File: config.mk
export PLATFORM = sky130hd
export DESIGN_NAME = hw_accel_stream
export DESIGN_NICKNAME = d
export VERILOG_FILES = /design/src/logic/ctrl_types_pkg.sv /design/src/logic/stream_types_pkg.sv /design/src/logic/accel_regs.sv /design/src/logic/dma_write_framer.sv /design/src/logic/gray_convert.sv /design/src/logic/hw_accel_stream.sv /design/src/logic/pixel_unpacker.sv /design/src/logic/sync_fifo.sv
export VERILOG_INCLUDE_DIRS = /design/src /design/src/logic
export SDC_FILE = /design/constraint.sdc
export NUM_CORES = 2
export LEC_CHECK = 0
export ABC_CLOCK_PERIOD_IN_PS = 4500
export BUFFER_PORTS_ARGS = -buffer_cell sky130_fd_sc_hd__buf_4
export CELL_PAD_IN_SITES_DETAIL_PLACEMENT = 2
export CELL_PAD_IN_SITES_GLOBAL_PLACEMENT = 2
export CORE_MARGIN = 2
export CORE_UTILIZATION = 45
export DETAILED_ROUTE_END_ITERATION = 12
export GPL_TIMING_DRIVEN = 0
export HOLD_SLACK_MARGIN = 0.06
export PLACE_DENSITY_LB_ADDON = 0.3
export SYNTH_ARGS = -nofsm -noshare
export SYNTH_HDL_FRONTEND = slang
export SYNTH_HIERARCHICAL = 1
export SYNTH_SLANG_ARGS = --single-unit
File: constraint.sdc
create_clock -name clk -period 4.5 [get_ports clk]
set_input_delay 0.45 -clock clk [delete_from_list [all_inputs] [get_ports clk]]
set_output_delay 0.45 -clock clk [all_outputs]
set_load 0.03 [all_outputs]
File: src/logic/accel_consts.svh
// widths, FIFO depths and transfer length shared by RTL and testbench
// FIFO depths must stay powers of two
`ifndef ACCEL_CONSTS_SVH
`define ACCEL_CONSTS_SVH

////////////////////
// data widths
////////////////////

// one RGB pixel, 8 bits per channel
`define ACCEL_PIXEL_W 24
// input stream word carries two pixels
`define ACCEL_STREAM_W 48
// DMA write beat
`define ACCEL_DMA_W 32

////////////////////
// buffering
////////////////////

// input FIFO depth in stream words
`define ACCEL_IN_DEPTH 32
// output FIFO depth in pixels, prog-full at half
`define ACCEL_OUT_DEPTH 64

// default beats per DMA transfer
`define ACCEL_TRANSFER_LEN 1920

// readback check value
`define ACCEL_SIGNATURE 32'hABCD_1234

`endif

File: src/logic/ctrl_types_pkg.sv
// control types: mode, register map, register write port, FIFO events
`default_nettype none

package ctrl_types_pkg;

   typedef enum logic [0:0] {
      MODE_PASS = 1'b0,
      MODE_GRAY = 1'b1
   } accel_mode_e;

   // word addresses of the register block
   typedef enum logic [3:0] {
      REG_MODE       = 4'd1,
      REG_START      = 4'd2,
      REG_SIGNATURE  = 4'd3,
      REG_STATUS     = 4'd4,
      REG_IN_WCOUNT  = 4'd5,
      REG_OUT_RCOUNT = 4'd6
   } reg_addr_e;

   // single-cycle write strobe
   typedef struct packed {
      logic        we;
      reg_addr_e   addr;
      logic [31:0] wdata;
   } reg_write_t;

   // datapath strobes reported to the register block
   typedef struct packed {
      logic in_push;
      logic in_overflow;
      logic out_overflow;
      logic out_pop;
   } fifo_events_t;

endpackage

`default_nettype wire

File: src/logic/stream_types_pkg.sv
// datapath types: pixels, stream words and DMA beats
`default_nettype none

`include "accel_consts.svh"

package stream_types_pkg;

   // r is the top byte
   typedef struct packed {
      logic [7:0] r;
      logic [7:0] g;
      logic [7:0] b;
   } pixel_t;

   // lo goes out first
   typedef struct packed {
      pixel_t hi;
      pixel_t lo;
   } stream_word_t;

   // wdata is the pixel with a zero byte on top
   typedef struct packed {
      logic                    wvalid;
      logic                    wlast;
      logic [`ACCEL_DMA_W-1:0] wdata;
   } dma_beat_t;

endpackage

`default_nettype wire

File: src/logic/accel_regs.sv
// register block: mode, start pulse, sticky flags, traffic counters
// reads return data and rvalid one cycle after re_i
`timescale 1ns/1ns
`default_nettype none

`include "accel_consts.svh"

module accel_regs (
   input  logic                         clk,
   input  logic                         rst,
   input  ctrl_types_pkg::reg_write_t   wr_i,
   input  logic                         re_i,
   input  ctrl_types_pkg::reg_addr_e    raddr_i,
   output logic [31:0]                  rdata_o,
   output logic                         rvalid_o,
   input  ctrl_types_pkg::fifo_events_t events_i,
   output ctrl_types_pkg::accel_mode_e  mode_o,
   output logic                         start_o
);

   logic        in_ovf_flag;
   logic        out_ovf_flag;
   logic [31:0] in_wcount;
   logic [31:0] out_rcount;

   ////////////////////
   // writes
   ////////////////////
   always_ff @(posedge clk or posedge rst) begin
      if (rst) begin
         mode_o  <= ctrl_types_pkg::MODE_PASS;
         start_o <= 1'b0;
      end else begin
         // any value written to start arms a transfer
         start_o <= wr_i.we && (wr_i.addr == ctrl_types_pkg::REG_START);
         if (wr_i.we && (wr_i.addr == ctrl_types_pkg::REG_MODE)) begin
            mode_o <= ctrl_types_pkg::accel_mode_e'(wr_i.wdata[0]);
         end
      end
   end

   ////////////////////
   // flags, counters
   ////////////////////
   always_ff @(posedge clk or posedge rst) begin
      if (rst) begin
         in_ovf_flag  <= 1'b0;
         out_ovf_flag <= 1'b0;
         in_wcount    <= '0;
         out_rcount   <= '0;
      end else begin
         // sticky until reset
         if (events_i.in_overflow) in_ovf_flag <= 1'b1;
         if (events_i.out_overflow) out_ovf_flag <= 1'b1;
         // counts every write strobe, dropped or not
         if (events_i.in_push) in_wcount <= in_wcount + 1'b1;
         if (events_i.out_pop) out_rcount <= out_rcount + 1'b1;
      end
   end

   ////////////////////
   // reads
   ////////////////////
   always_ff @(posedge clk or posedge rst) begin
      if (rst) begin
         rvalid_o <= 1'b0;
      end else begin
         rvalid_o <= re_i;
      end
   end

   // read data, valid only with rvalid_o
   always_ff @(posedge clk) begin
      if (re_i) begin
         case (raddr_i)
            ctrl_types_pkg::REG_MODE:       rdata_o <= {31'd0, mode_o};
            ctrl_types_pkg::REG_SIGNATURE:  rdata_o <= `ACCEL_SIGNATURE;
            ctrl_types_pkg::REG_STATUS:     rdata_o <= {30'd0, in_ovf_flag, out_ovf_flag};
            ctrl_types_pkg::REG_IN_WCOUNT:  rdata_o <= in_wcount;
            ctrl_types_pkg::REG_OUT_RCOUNT: rdata_o <= out_rcount;
            // start and unmapped addresses read zero
            default:                        rdata_o <= 32'd0;
         endcase
      end
   end

endmodule

`default_nettype wire

File: src/logic/dma_write_framer.sv
// output FIFO and DMA write framing, wvalid is combinational
// start_i flushes the FIFO and arms one transfer of TRANSFER_LEN beats
`timescale 1ns/1ns
`default_nettype none

`include "accel_consts.svh"

module dma_write_framer #(
   parameter int TRANSFER_LEN = `ACCEL_TRANSFER_LEN
) (
   input  logic                         clk,
   input  logic                         rst,
   input  logic                         start_i,
   input  logic                         wready_i,
   input  stream_types_pkg::pixel_t     pix_i,
   input  logic                         pix_valid_i,
   output logic                         hold_o,
   output stream_types_pkg::dma_beat_t  beat_o,
   output logic                         overflow_o,
   output logic                         pop_o
);

   localparam int CNT_W = $clog2(TRANSFER_LEN + 1);
   localparam int OUT_CW = $clog2(`ACCEL_OUT_DEPTH) + 1;

   stream_types_pkg::pixel_t head_pix;
   logic                     fifo_empty;
   logic [OUT_CW-1:0]        fifo_count;
   logic                     armed;
   logic [CNT_W-1:0]         beat_cnt;
   logic                     last_beat;

   sync_fifo #(
      .WIDTH ($bits(stream_types_pkg::pixel_t)),
      .DEPTH (`ACCEL_OUT_DEPTH)
   ) u_out_fifo (
      .clk        (clk),
      .rst        (rst),
      .flush_i    (start_i),
      .push_i     (pix_valid_i),
      .pop_i      (pop_o),
      .wdata_i    (pix_i),
      .rdata_o    (head_pix),
      .empty_o    (fifo_empty),
      .count_o    (fifo_count),
      .overflow_o (overflow_o)
   );

   // prog-full, margin covers the converter stage
   assign hold_o = (fifo_count > OUT_CW'(`ACCEL_OUT_DEPTH / 2));

   ////////////////////
   // beat generation
   ////////////////////
   assign pop_o        = armed && wready_i && !fifo_empty;
   assign last_beat    = pop_o && (beat_cnt == CNT_W'(TRANSFER_LEN - 1));
   assign beat_o.wvalid = pop_o;
   assign beat_o.wlast  = last_beat;
   assign beat_o.wdata  = {{(`ACCEL_DMA_W - `ACCEL_PIXEL_W){1'b0}}, head_pix};

   // armed flag and beat counter
   always_ff @(posedge clk or posedge rst) begin
      if (rst) begin
         armed    <= 1'b0;
         beat_cnt <= '0;
      end else if (start_i) begin
         armed    <= 1'b1;
         beat_cnt <= '0;
      end else if (last_beat) begin
         // transfer done, wait for the next start
         armed    <= 1'b0;
         beat_cnt <= '0;
      end else if (pop_o) begin
         beat_cnt <= beat_cnt + 1'b1;
      end
   end

endmodule

`default_nettype wire

File: src/logic/gray_convert.sv
// one register stage, pass-through or grayscale per pixel
// mode is sampled as each pixel enters
`timescale 1ns/1ns
`default_nettype none

module gray_convert (
   input  logic                       clk,
   input  logic                       rst,
   input  logic                       flush_i,
   input  ctrl_types_pkg::accel_mode_e mode_i,
   input  stream_types_pkg::pixel_t   pix_i,
   input  logic                       valid_i,
   output stream_types_pkg::pixel_t   pix_o,
   output logic                       valid_o
);

   // r + 2g + b, max 1020 fits 10 bits
   logic [9:0] luma_sum;
   logic [7:0] luma;

   assign luma_sum = {2'b00, pix_i.r} + {1'b0, pix_i.g, 1'b0} + {2'b00, pix_i.b};
   // divide by 4, round down
   assign luma     = luma_sum[9:2];

   always_ff @(posedge clk or posedge rst) begin
      if (rst) begin
         valid_o <= 1'b0;
      end else if (flush_i) begin
         // drop the pixel in flight
         valid_o <= 1'b0;
      end else begin
         valid_o <= valid_i;
      end
   end

   // pixel payload
   always_ff @(posedge clk) begin
      if (valid_i) begin
         if (mode_i == ctrl_types_pkg::MODE_GRAY) begin
            pix_o.r <= luma;
            pix_o.g <= luma;
            pix_o.b <= luma;
         end else begin
            pix_o <= pix_i;
         end
      end
   end

endmodule

`default_nettype wire

File: src/logic/hw_accel_stream.sv
// pixel stream to DMA write bridge, single clock
// no input back-pressure; start via register write flushes the datapath
`timescale 1ns/1ns
`default_nettype none

`include "accel_consts.svh"

module hw_accel_stream #(
   parameter int TRANSFER_LEN = `ACCEL_TRANSFER_LEN
) (
   input  logic                           clk,
   input  logic                           rst,
   input  logic                           stream_wr_en_i,
   input  stream_types_pkg::stream_word_t stream_wr_data_i,
   input  ctrl_types_pkg::reg_write_t     reg_wr_i,
   input  logic                           reg_re_i,
   input  ctrl_types_pkg::reg_addr_e      reg_raddr_i,
   output logic [31:0]                    reg_rdata_o,
   output logic                           reg_rvalid_o,
   input  logic                           dma_wready_i,
   output stream_types_pkg::dma_beat_t    dma_beat_o
);

   stream_types_pkg::pixel_t     unpack_pix;
   logic                         unpack_valid;
   stream_types_pkg::pixel_t     conv_pix;
   logic                         conv_valid;
   logic                         out_hold;
   logic                         in_ovf;
   logic                         out_ovf;
   logic                         out_pop;
   logic                         start;
   ctrl_types_pkg::accel_mode_e  mode;
   ctrl_types_pkg::fifo_events_t events;

   ////////////////////
   // datapath
   ////////////////////
   pixel_unpacker u_unpacker (
      .clk         (clk),
      .rst         (rst),
      .flush_i     (start),
      .push_i      (stream_wr_en_i),
      .word_i      (stream_wr_data_i),
      .hold_i      (out_hold),
      .pix_o       (unpack_pix),
      .pix_valid_o (unpack_valid),
      .overflow_o  (in_ovf)
   );

   gray_convert u_convert (
      .clk     (clk),
      .rst     (rst),
      .flush_i (start),
      .mode_i  (mode),
      .pix_i   (unpack_pix),
      .valid_i (unpack_valid),
      .pix_o   (conv_pix),
      .valid_o (conv_valid)
   );

   dma_write_framer #(
      .TRANSFER_LEN (TRANSFER_LEN)
   ) u_framer (
      .clk         (clk),
      .rst         (rst),
      .start_i     (start),
      .wready_i    (dma_wready_i),
      .pix_i       (conv_pix),
      .pix_valid_i (conv_valid),
      .hold_o      (out_hold),
      .beat_o      (dma_beat_o),
      .overflow_o  (out_ovf),
      .pop_o       (out_pop)
   );

   // strobes gathered for the register block
   assign events.in_push      = stream_wr_en_i;
   assign events.in_overflow  = in_ovf;
   assign events.out_overflow = out_ovf;
   assign events.out_pop      = out_pop;

   ////////////////////
   // control
   ////////////////////
   accel_regs u_regs (
      .clk      (clk),
      .rst      (rst),
      .wr_i     (reg_wr_i),
      .re_i     (reg_re_i),
      .raddr_i  (reg_raddr_i),
      .rdata_o  (reg_rdata_o),
      .rvalid_o (reg_rvalid_o),
      .events_i (events),
      .mode_o   (mode),
      .start_o  (start)
   );

endmodule

`default_nettype wire

File: src/logic/pixel_unpacker.sv
// input FIFO of two-pixel words, one pixel out per cycle
// hold_i stalls the output; writes on a full FIFO are dropped
`timescale 1ns/1ns
`default_nettype none

`include "accel_consts.svh"

module pixel_unpacker (
   input  logic                         clk,
   input  logic                         rst,
   input  logic                         flush_i,
   input  logic                         push_i,
   input  stream_types_pkg::stream_word_t word_i,
   input  logic                         hold_i,
   output stream_types_pkg::pixel_t     pix_o,
   output logic                         pix_valid_o,
   output logic                         overflow_o
);

   stream_types_pkg::stream_word_t head_word;
   logic                           fifo_empty;
   logic                           fifo_pop;
   // 0 = lo half, 1 = hi half
   logic                           half_sel;

   sync_fifo #(
      .WIDTH ($bits(stream_types_pkg::stream_word_t)),
      .DEPTH (`ACCEL_IN_DEPTH)
   ) u_in_fifo (
      .clk        (clk),
      .rst        (rst),
      .flush_i    (flush_i),
      .push_i     (push_i),
      .pop_i      (fifo_pop),
      .wdata_i    (word_i),
      .rdata_o    (head_word),
      .empty_o    (fifo_empty),
      .count_o    (),
      .overflow_o (overflow_o)
   );

   // one pixel per cycle unless downstream is near full
   assign pix_valid_o = !fifo_empty && !hold_i;
   assign pix_o       = half_sel ? head_word.hi : head_word.lo;
   // word retires once its hi half has gone
   assign fifo_pop    = pix_valid_o && half_sel;

   ////////////////////
   // half select
   ////////////////////
   always_ff @(posedge clk or posedge rst) begin
      if (rst) begin
         half_sel <= 1'b0;
      end else if (flush_i) begin
         half_sel <= 1'b0;
      end else if (pix_valid_o) begin
         half_sel <= !half_sel;
      end
   end

endmodule

`default_nettype wire

File: src/logic/sync_fifo.sv
// first-word-fall-through ring buffer, DEPTH must be a power of two
// no back-pressure: a push into a full buffer is lost and flagged
`timescale 1ns/1ns
`default_nettype none

module sync_fifo #(
   parameter int WIDTH = 8,
   parameter int DEPTH = 16
) (
   input  logic                   clk,
   input  logic                   rst,
   input  logic                   flush_i,
   input  logic                   push_i,
   input  logic                   pop_i,
   input  logic [WIDTH-1:0]       wdata_i,
   output logic [WIDTH-1:0]       rdata_o,
   output logic                   empty_o,
   output logic [$clog2(DEPTH):0] count_o,
   output logic                   overflow_o
);

   localparam int AW = $clog2(DEPTH);

   // storage, no reset needed
   logic [WIDTH-1:0] mem [DEPTH];

   logic [AW-1:0] wr_ptr;
   logic [AW-1:0] rd_ptr;
   logic [AW:0]   count;
   logic          full;
   logic          do_push;
   logic          do_pop;

   assign full       = (count == (AW+1)'(DEPTH));
   assign empty_o    = (count == '0);
   assign do_push    = push_i && !full;
   // pop on empty is ignored
   assign do_pop     = pop_i && !empty_o;
   assign overflow_o = push_i && full;
   // head word always visible
   assign rdata_o    = mem[rd_ptr];
   assign count_o    = count;

   // pointers and fill count
   always_ff @(posedge clk or posedge rst) begin
      if (rst) begin
         wr_ptr <= '0;
         rd_ptr <= '0;
         count  <= '0;
      end else if (flush_i) begin
         // synchronous empty, contents left stale
         wr_ptr <= '0;
         rd_ptr <= '0;
         count  <= '0;
      end else begin
         if (do_push) wr_ptr <= wr_ptr + 1'b1;
         if (do_pop) rd_ptr <= rd_ptr + 1'b1;
         case ({do_push, do_pop})
            2'b10:   count <= count + 1'b1;
            2'b01:   count <= count - 1'b1;
            default: count <= count;
         endcase
      end
   end

   always_ff @(posedge clk) begin
      if (do_push) mem[wr_ptr] <= wdata_i;
   end

endmodule

`default_nettype wire
# Yosys cells after proc, flatten, opt, wreduce, memory -nomap -nowiden
# Memory sizes are Yosys's and may differ from the RTL's.
# Cells that the tools add are included.
# op_classes
reduce_logical,30
eq_ne,14
magnitude_cmp,1
addsub,13
n_mux,27
# op_table
op,count
one-hot mux 32 bit (5 select lines),1
adder 32 x 1 -> 32 bit (second input constant),2
2-to-1 mux 24 bit,2
2-to-1 mux 11 bit,3
2-to-1 mux 6 bit,5
2-to-1 mux 5 bit,4
adder 6 x 1 -> 6 bit (second input constant),3
one-hot mux 7 bit (2 select lines),1
logical AND 1 bit,13
== test 4 x 3 -> 1 bit (second input constant),3
one-hot mux 6 bit (2 select lines),1
nonzero test 2 bit,6
adder 11 x 1 -> 11 bit (second input constant),1
== test 11 bit (second input constant),1
adder 10 x 8 -> 10 bit,1
adder 5 x 1 -> 5 bit (second input constant),2
adder 8 x 9 -> 10 bit,1
2-to-1 mux 1 bit,9
nonzero test 3 bit,3
== test 4 x 1 -> 1 bit (second input constant),2
== test 4 x 2 -> 1 bit (second input constant),2
adder 7 x 1 -> 7 bit (second input constant),1
== test 7 bit (second input constant),1
> comparator 7 x 6 -> 1 bit (second input constant),1
other kinds (9),16
# totals
memories,2
regBits,174
mem_bits_rw,3072
input_bits,94
out_inout_bits,67
# memory_table
name,words,width,rd,rd_clocked_by_memory_dff,wr,line_no,source
u_framer.u_out_fifo.mem,64,24,1,0,1,sync_fifo.sv:25,logic [WIDTH-1:0] mem [DEPTH];
u_unpacker.u_in_fifo.mem,32,48,1,0,1,sync_fifo.sv:25,

# Longest topological paths before layout
# depth
word_depth,8
mapped_depth,17
ltp_nobuf,14

# Hierarchy
# The synthesis kept the hierarchy.
# by_module_without_submodules
module,instances,cells_per_inst,area_each_um2,seq_area_each_um2
sync_fifo (u_framer.u_out_fifo),1,2655,60012.6,46599.7
sync_fifo (u_unpacker.u_in_fifo),1,2905,59779.8,46524.6
accel_regs,1,378,4603.2,2687.6
gray_convert,1,149,1604.0,745.7
dma_write_framer,1,79,764.5,300.3
pixel_unpacker,1,34,351.6,25.0

# Worst setup path after synthesis
# OpenSTA, ideal clock, no wires.
# synth_timing
path_kind,reg-to-reg
from,"register u_framer.u_out_fifo.count[0], in the netlist u_framer/u_out_fifo/count_o[0]"
to,"register u_unpacker.u_in_fifo.count[5], in the netlist u_unpacker/u_in_fifo/count_o[5]"
path_stages_with_launch,15
required_time_ns,4.372
setup_time_ns,0.128
arrival_time_ns,4.208
slack_ns,0.164
period_less_slack_ns,4.336
n_path_buf,1
path_cell_list,dfrtp_1 or4_1 o21ai_0 nand2b_1 nor2_1 and2_1 o31a_1 buf_6 nor2b_4 ha_1 a211oi_1 o21bai_1 a21oi_1 mux2i_1 mux2_1
# synth_via
elab_chain_cells,8
elab_cells_between_ends,10
# synth_rtl
element,line_no,source
from (decl),sync_fifo.sv:29,logic [AW:0] count;
from (signal assigned),sync_fifo.sv:59,2'b10: count <= count + 1'b1;
from (signal assigned),sync_fifo.sv:60,2'b01: count <= count - 1'b1;
from (signal assigned),sync_fifo.sv:61,default: count <= count;
> comparator 7 x 6 -> 1 bit *,dma_write_framer.sv:50,assign hold_o = (fifo_count > OUT_CW'(`ACCEL_OUT_DEPTH / 2));
net out_hold,hw_accel_stream.sv:28,logic out_hold;
logical NOT 1 bit *,pixel_unpacker.sv:43,assign pix_valid_o = !fifo_empty && !hold_i;
logical AND 1 bit *,pixel_unpacker.sv:43,
net unpack_valid,hw_accel_stream.sv:25,logic unpack_valid;
logical AND 1 bit *,pixel_unpacker.sv:46,assign fifo_pop = pix_valid_o && half_sel;
net u_unpacker.fifo_pop,pixel_unpacker.sv:22,logic fifo_pop;
logical AND 1 bit *,sync_fifo.sv:38,assign do_pop = pop_i && !empty_o;
== test 2 x 1 -> 1 bit / == test 2 bit (equally long branches),sync_fifo.sv:58,"case ({do_push, do_pop})"
one-hot mux 6 bit (2 select lines),sync_fifo.sv:58,
2-to-1 mux 6 bit,sync_fifo.sv:50,end else if (flush_i) begin
to (signal assigned),sync_fifo.sv:59,
to (signal assigned),sync_fifo.sv:60,
to (signal assigned),sync_fifo.sv:61,
to (decl),sync_fifo.sv:29,
# The timed path passes the listed nets; every way through them passes the cells marked *.
# A chain may end at the register's enable or synchronous reset.

==> impl_metrics.toml <==
[outcome]
outcome = "finished, violations left"
violations = "setup timing"

[timing]
min_period_ns = 4.897
rsz0062_at_grt = "yes"
worst_pin_slew_ns = 1.372
setup_violations = 33
period_share_pct = 108.8
worst_slack_ns = -0.3969
fin_worst_skew_ns = 0.08287
fmax_mhz = 204.2
relSlewSlack_pct = 8.528
hold_viol_final = 0
slew_violations = 0

[logic_synthesis]
avgSynthCellArea_um2 = 20.50
ys_async_sr_fraction_pct = 3.635
synth_edf_count = 3128
netlist-cell-type-count = 96
yosysWarnings = 6
yosysMostFrequentCell = "edfxtp_1"
syn_inst = 6200
synth_top_area_cell = "edfxtp_1"
ys_seq_area_share_pct = 76.22
synth_ff_type = "edfxtp_1"
yosysTopAreaCellShare_pct = 73.89
yosys-top-cells-count = "3128 x edfxtp_1, 584 x mux4_2, 547 x mux2i_1"
mappedNetlistArea_mm2 = 0.1271
synth-seq-cells = 3246
ys_top_cells_by_area = "edfxtp_1 74%, mux4_2 10%, mux2i_1 4.3%, dfrtp_1 2.3%, a22oi_1 0.66%"

[die]
start_util_pct = 45.15
placementRows = 195
core_mm2 = 0.2816
fp.dieH_um = 535.5
dieArea_mm2 = 0.2867
die_x_um = 535.5
num_io_pins = 161

[worst_setup_path]
crit_required_ns = 5.15
arrival_ns = 5.55
r2r_end = "u_convert/pix_o[21]$_DFFE_PP_"
critical_path.endpoint_type = "flip-flop"
crit_type = "reg -> reg"
r2r_start = "u_unpacker/u_in_fifo/rd_ptr[4]$_DFFE_PP0P_"
crit_start = "u_unpacker/u_in_fifo/rd_ptr[4]$_DFFE_PP0P_"
rrSetupSlack_ns = -0.40
crit_path_end = "u_convert/pix_o[21]$_DFFE_PP_"
r2r_cells = 14
critical_path.max_fanout = 10
cp-start-kind = "flip-flop"

[cells_and_area]
layout-drive-gt1-share_pct = 29.70
fin_area_mm2 = 0.1538
n_fill_cell = 23401
nets = 7094
syn_to_final_growth_pct = 21.02

[clock_tree]
clockBufferDepth = 4
cts_root_buffer = "clkbuf_16"
h-tree-depth = 5
numCtsBuffers = 344
clk_pin_slew_ns = 0.07
clock_latency_ns = 0.99
tritoncts = "done"
cts_sinks = 3246

[global_routing]
first_global_vias = 78841
grt_max_degree = 53
grt_overflow = 0
grt_usage_pct = 35.28
antenna_found_initial = 35
grt_pass1_wl_um = 691700

[routing]
drc = 0
firstDrtPassIters = 6
first_iter_violations = 10262
routedWlPerCell_um = 46.59
vias = 74275
wl_um = 512400
ant_nets = 0
via_per_inst = 6.752

[placement]
place_ws_ns = -2.479
place_area_mm2 = 0.1377
io_buffers = 119
place_congestion = 0.8301
place_hpwl_um = 310700

[power]
power_density_mw_per_mm2 = 755.3
switching_share_pct = 38.64
p_leak_nw = 49.65
power_w = 0.1162
ir_drop_uv = 1128
p_seq_share_pct = 33.3
p_clk_share_pct = 25.4
switching_power_w = 0.04489
intPower_w = 0.07130
comb_power_share_pct = 41.3

[hold_path]
hold_class = "in -> reg"

[flow_run]
maxCapViolations = 0
## power by group through the flow
| stage | clock network [W] | logic (W) | registers, W |
|---|---|---|---|
| floorplan | 0 | 0.0192 | 0.0393 |
| global placement | 0 | 0.0306 | 0.0407 |
| detailed placement | 0 | 0.0368 | 0.0391 |
| CTS | 0.0294 | 0.0428 | 0.0386 |
| global route | 0.0305 | 0.0485 | 0.0388 |
| finish | 0.0295 | 0.0480 | 0.0387 |
## area by class of cell
cell class | instances | area [um2] | share of cell area [%]
Antenna cell | 18 | 45.04 | 0.02928
Buffer | 348 | 3390 | 2.203
Clock buffer | 430 | 9047 | 5.881
Clock inverter | 191 | 1957 | 1.272
Inverter | 37 | 152.6 | 0.09923
Multi-Input combinational cell | 2572 | 31310 | 20.36
Sequential cell | 3246 | 96890 | 62.98
Tap cell | 3743 | 4683 | 3.044
Timing Repair Buffer | 415 | 6357 | 4.133
## worst max-delay path, cell delays in order (launching register included)
cell and delay (ns):
dfrtp_1 0.56, nand2b_1 0.29, clkbuf_4 0.36, clkbuf_4 0.40, a21oi_1 0.12, a31oi_1 0.31, o221ai_2 0.27, mux2_2 0.43
fa_2 0.60, ha_4 0.24, a21oi_4 0.25, nor4b_2 0.10, a311oi_2 0.25, buf_4 0.18, o2111ai_2 0.18
## kinds of logic (layout without fill, tap and decap cells)
group / count (synthesis) / count (layout) / synth area share [%]
DFF: 3246 / 3246 / 76.22
muxes: 1177 / 1177 / 15.06
and+or+nand+nor: 656 / 656 / 2.645
AOI/OAI and AO/OA: 604 / 604 / 3.513
buffers and inverters: 389 / 1421 / 1.509
xor gates and xnor gates: 91 / 91 / 0.6388
adders and majority gates: 36 / 36 / 0.4134
other: 1 / 26 / 0.002950
## repair_timing
item	4_1_cts	5_1_grt
setup endpoints to repair	49	49
gates cloned	3	2
gates resized for setup	689	291
buffers inserted	26	29
pin swaps	16	33
hold endpoints to repair	1703	0
hold buffers	60	0
## through the flow
stage / utilization, % / setup TNS, ns / instances / hold WS [ns]
6_report: 54.64 / -7.128 / 11000 / 0.1391
5_1_grt: 54.62 / -5.727 / 10987 / 0.1570
4_1_cts: 54.11 / -8.453 / 10954 / 0.08489
3_5_place_dp: 48.91 / -56.28 / 10246 / 0.3790
3_3_place_gp: 47.14 / -3660.81 / 10069 / 0.3698
2_1_floorplan: - / 0 / 6207 / 0.1787
## placed cells by master, fill, tap and decap left out, types with 28 or more instances in the layout
master         instances
nor2b_1               28
mux2i_1              467
clkbuf_16            361
nand2_1              144
a22o_1                78
buf_6                 63
clkbuf_2              39
clkbuf_1             118
a31oi_1               37
nand3_1               46
buf_4                225
xor2_1                40
nor3_1                45
a22oi_1              110
o221ai_4              30
inv_1                 30
dfrtp_1              115
dlygate4sd3_1         60
nor2_4                98
mux4_2               584
edfxtp_1            3128
a21oi_1               82
nor2_1                92
clkbuf_4              43
clkinv_2              53
buf_16               104
xnor2_1               49
and3_1                39
mux2_2                29
buf_12               103
o221ai_1              29
bufinv_16             30
mux2i_4               45
clkinv_1              75
mux2i_2               35
## registers in the layout (all words and copies together), names as in the netlist, 5 cells and up
signal,count
u_regs/rdata_o,32
u_unpacker/u_in_fifo/count_o,6
u_framer/u_out_fifo/count_o,7
u_unpacker/u_in_fifo/rd_ptr,5
u_regs/out_rcount,32
u_framer/beat_cnt,11
u_convert/pix_o,24
u_unpacker/u_in_fifo/wr_ptr,5
u_framer/u_out_fifo/rd_ptr,6
u_unpacker/u_in_fifo/mem,1536
u_framer/u_out_fifo/mem,1536
u_framer/u_out_fifo/wr_ptr,6
u_regs/in_wcount,32
## worst min-delay path by stage
stage	cells after the start	startpoint	end	slack, ns
after floorplan	1	rst	u_convert/valid_o$_DFF_PP0_	0.18
after global placement	2	rst	u_convert/valid_o$_DFF_PP0_	0.37
after detailed placement	2	rst	u_convert/valid_o$_DFF_PP0_	0.38
after CTS	3	reg_raddr_i[1]	u_regs/rdata_o[31]$_DFFE_PP_	0.08
after global routing	3	reg_raddr_i[1]	u_regs/rdata_o[31]$_DFFE_PP_	0.16
final	3	reg_raddr_i[1]	u_regs/rdata_o[31]$_DFFE_PP_	0.14
## per-layer routing
metal / GRT usage (%) / routed length (um) / vias up
li1: - / - / 27280
met1: 41.27 / 175900 / 40249
met2: 61.08 / 260700 / 5161
met3: 5.917 / 39490 / 1563
met4: 21.23 / 36120 / 22
met5: 0 / 146 / -
Power figures use the tool's default switching activity.
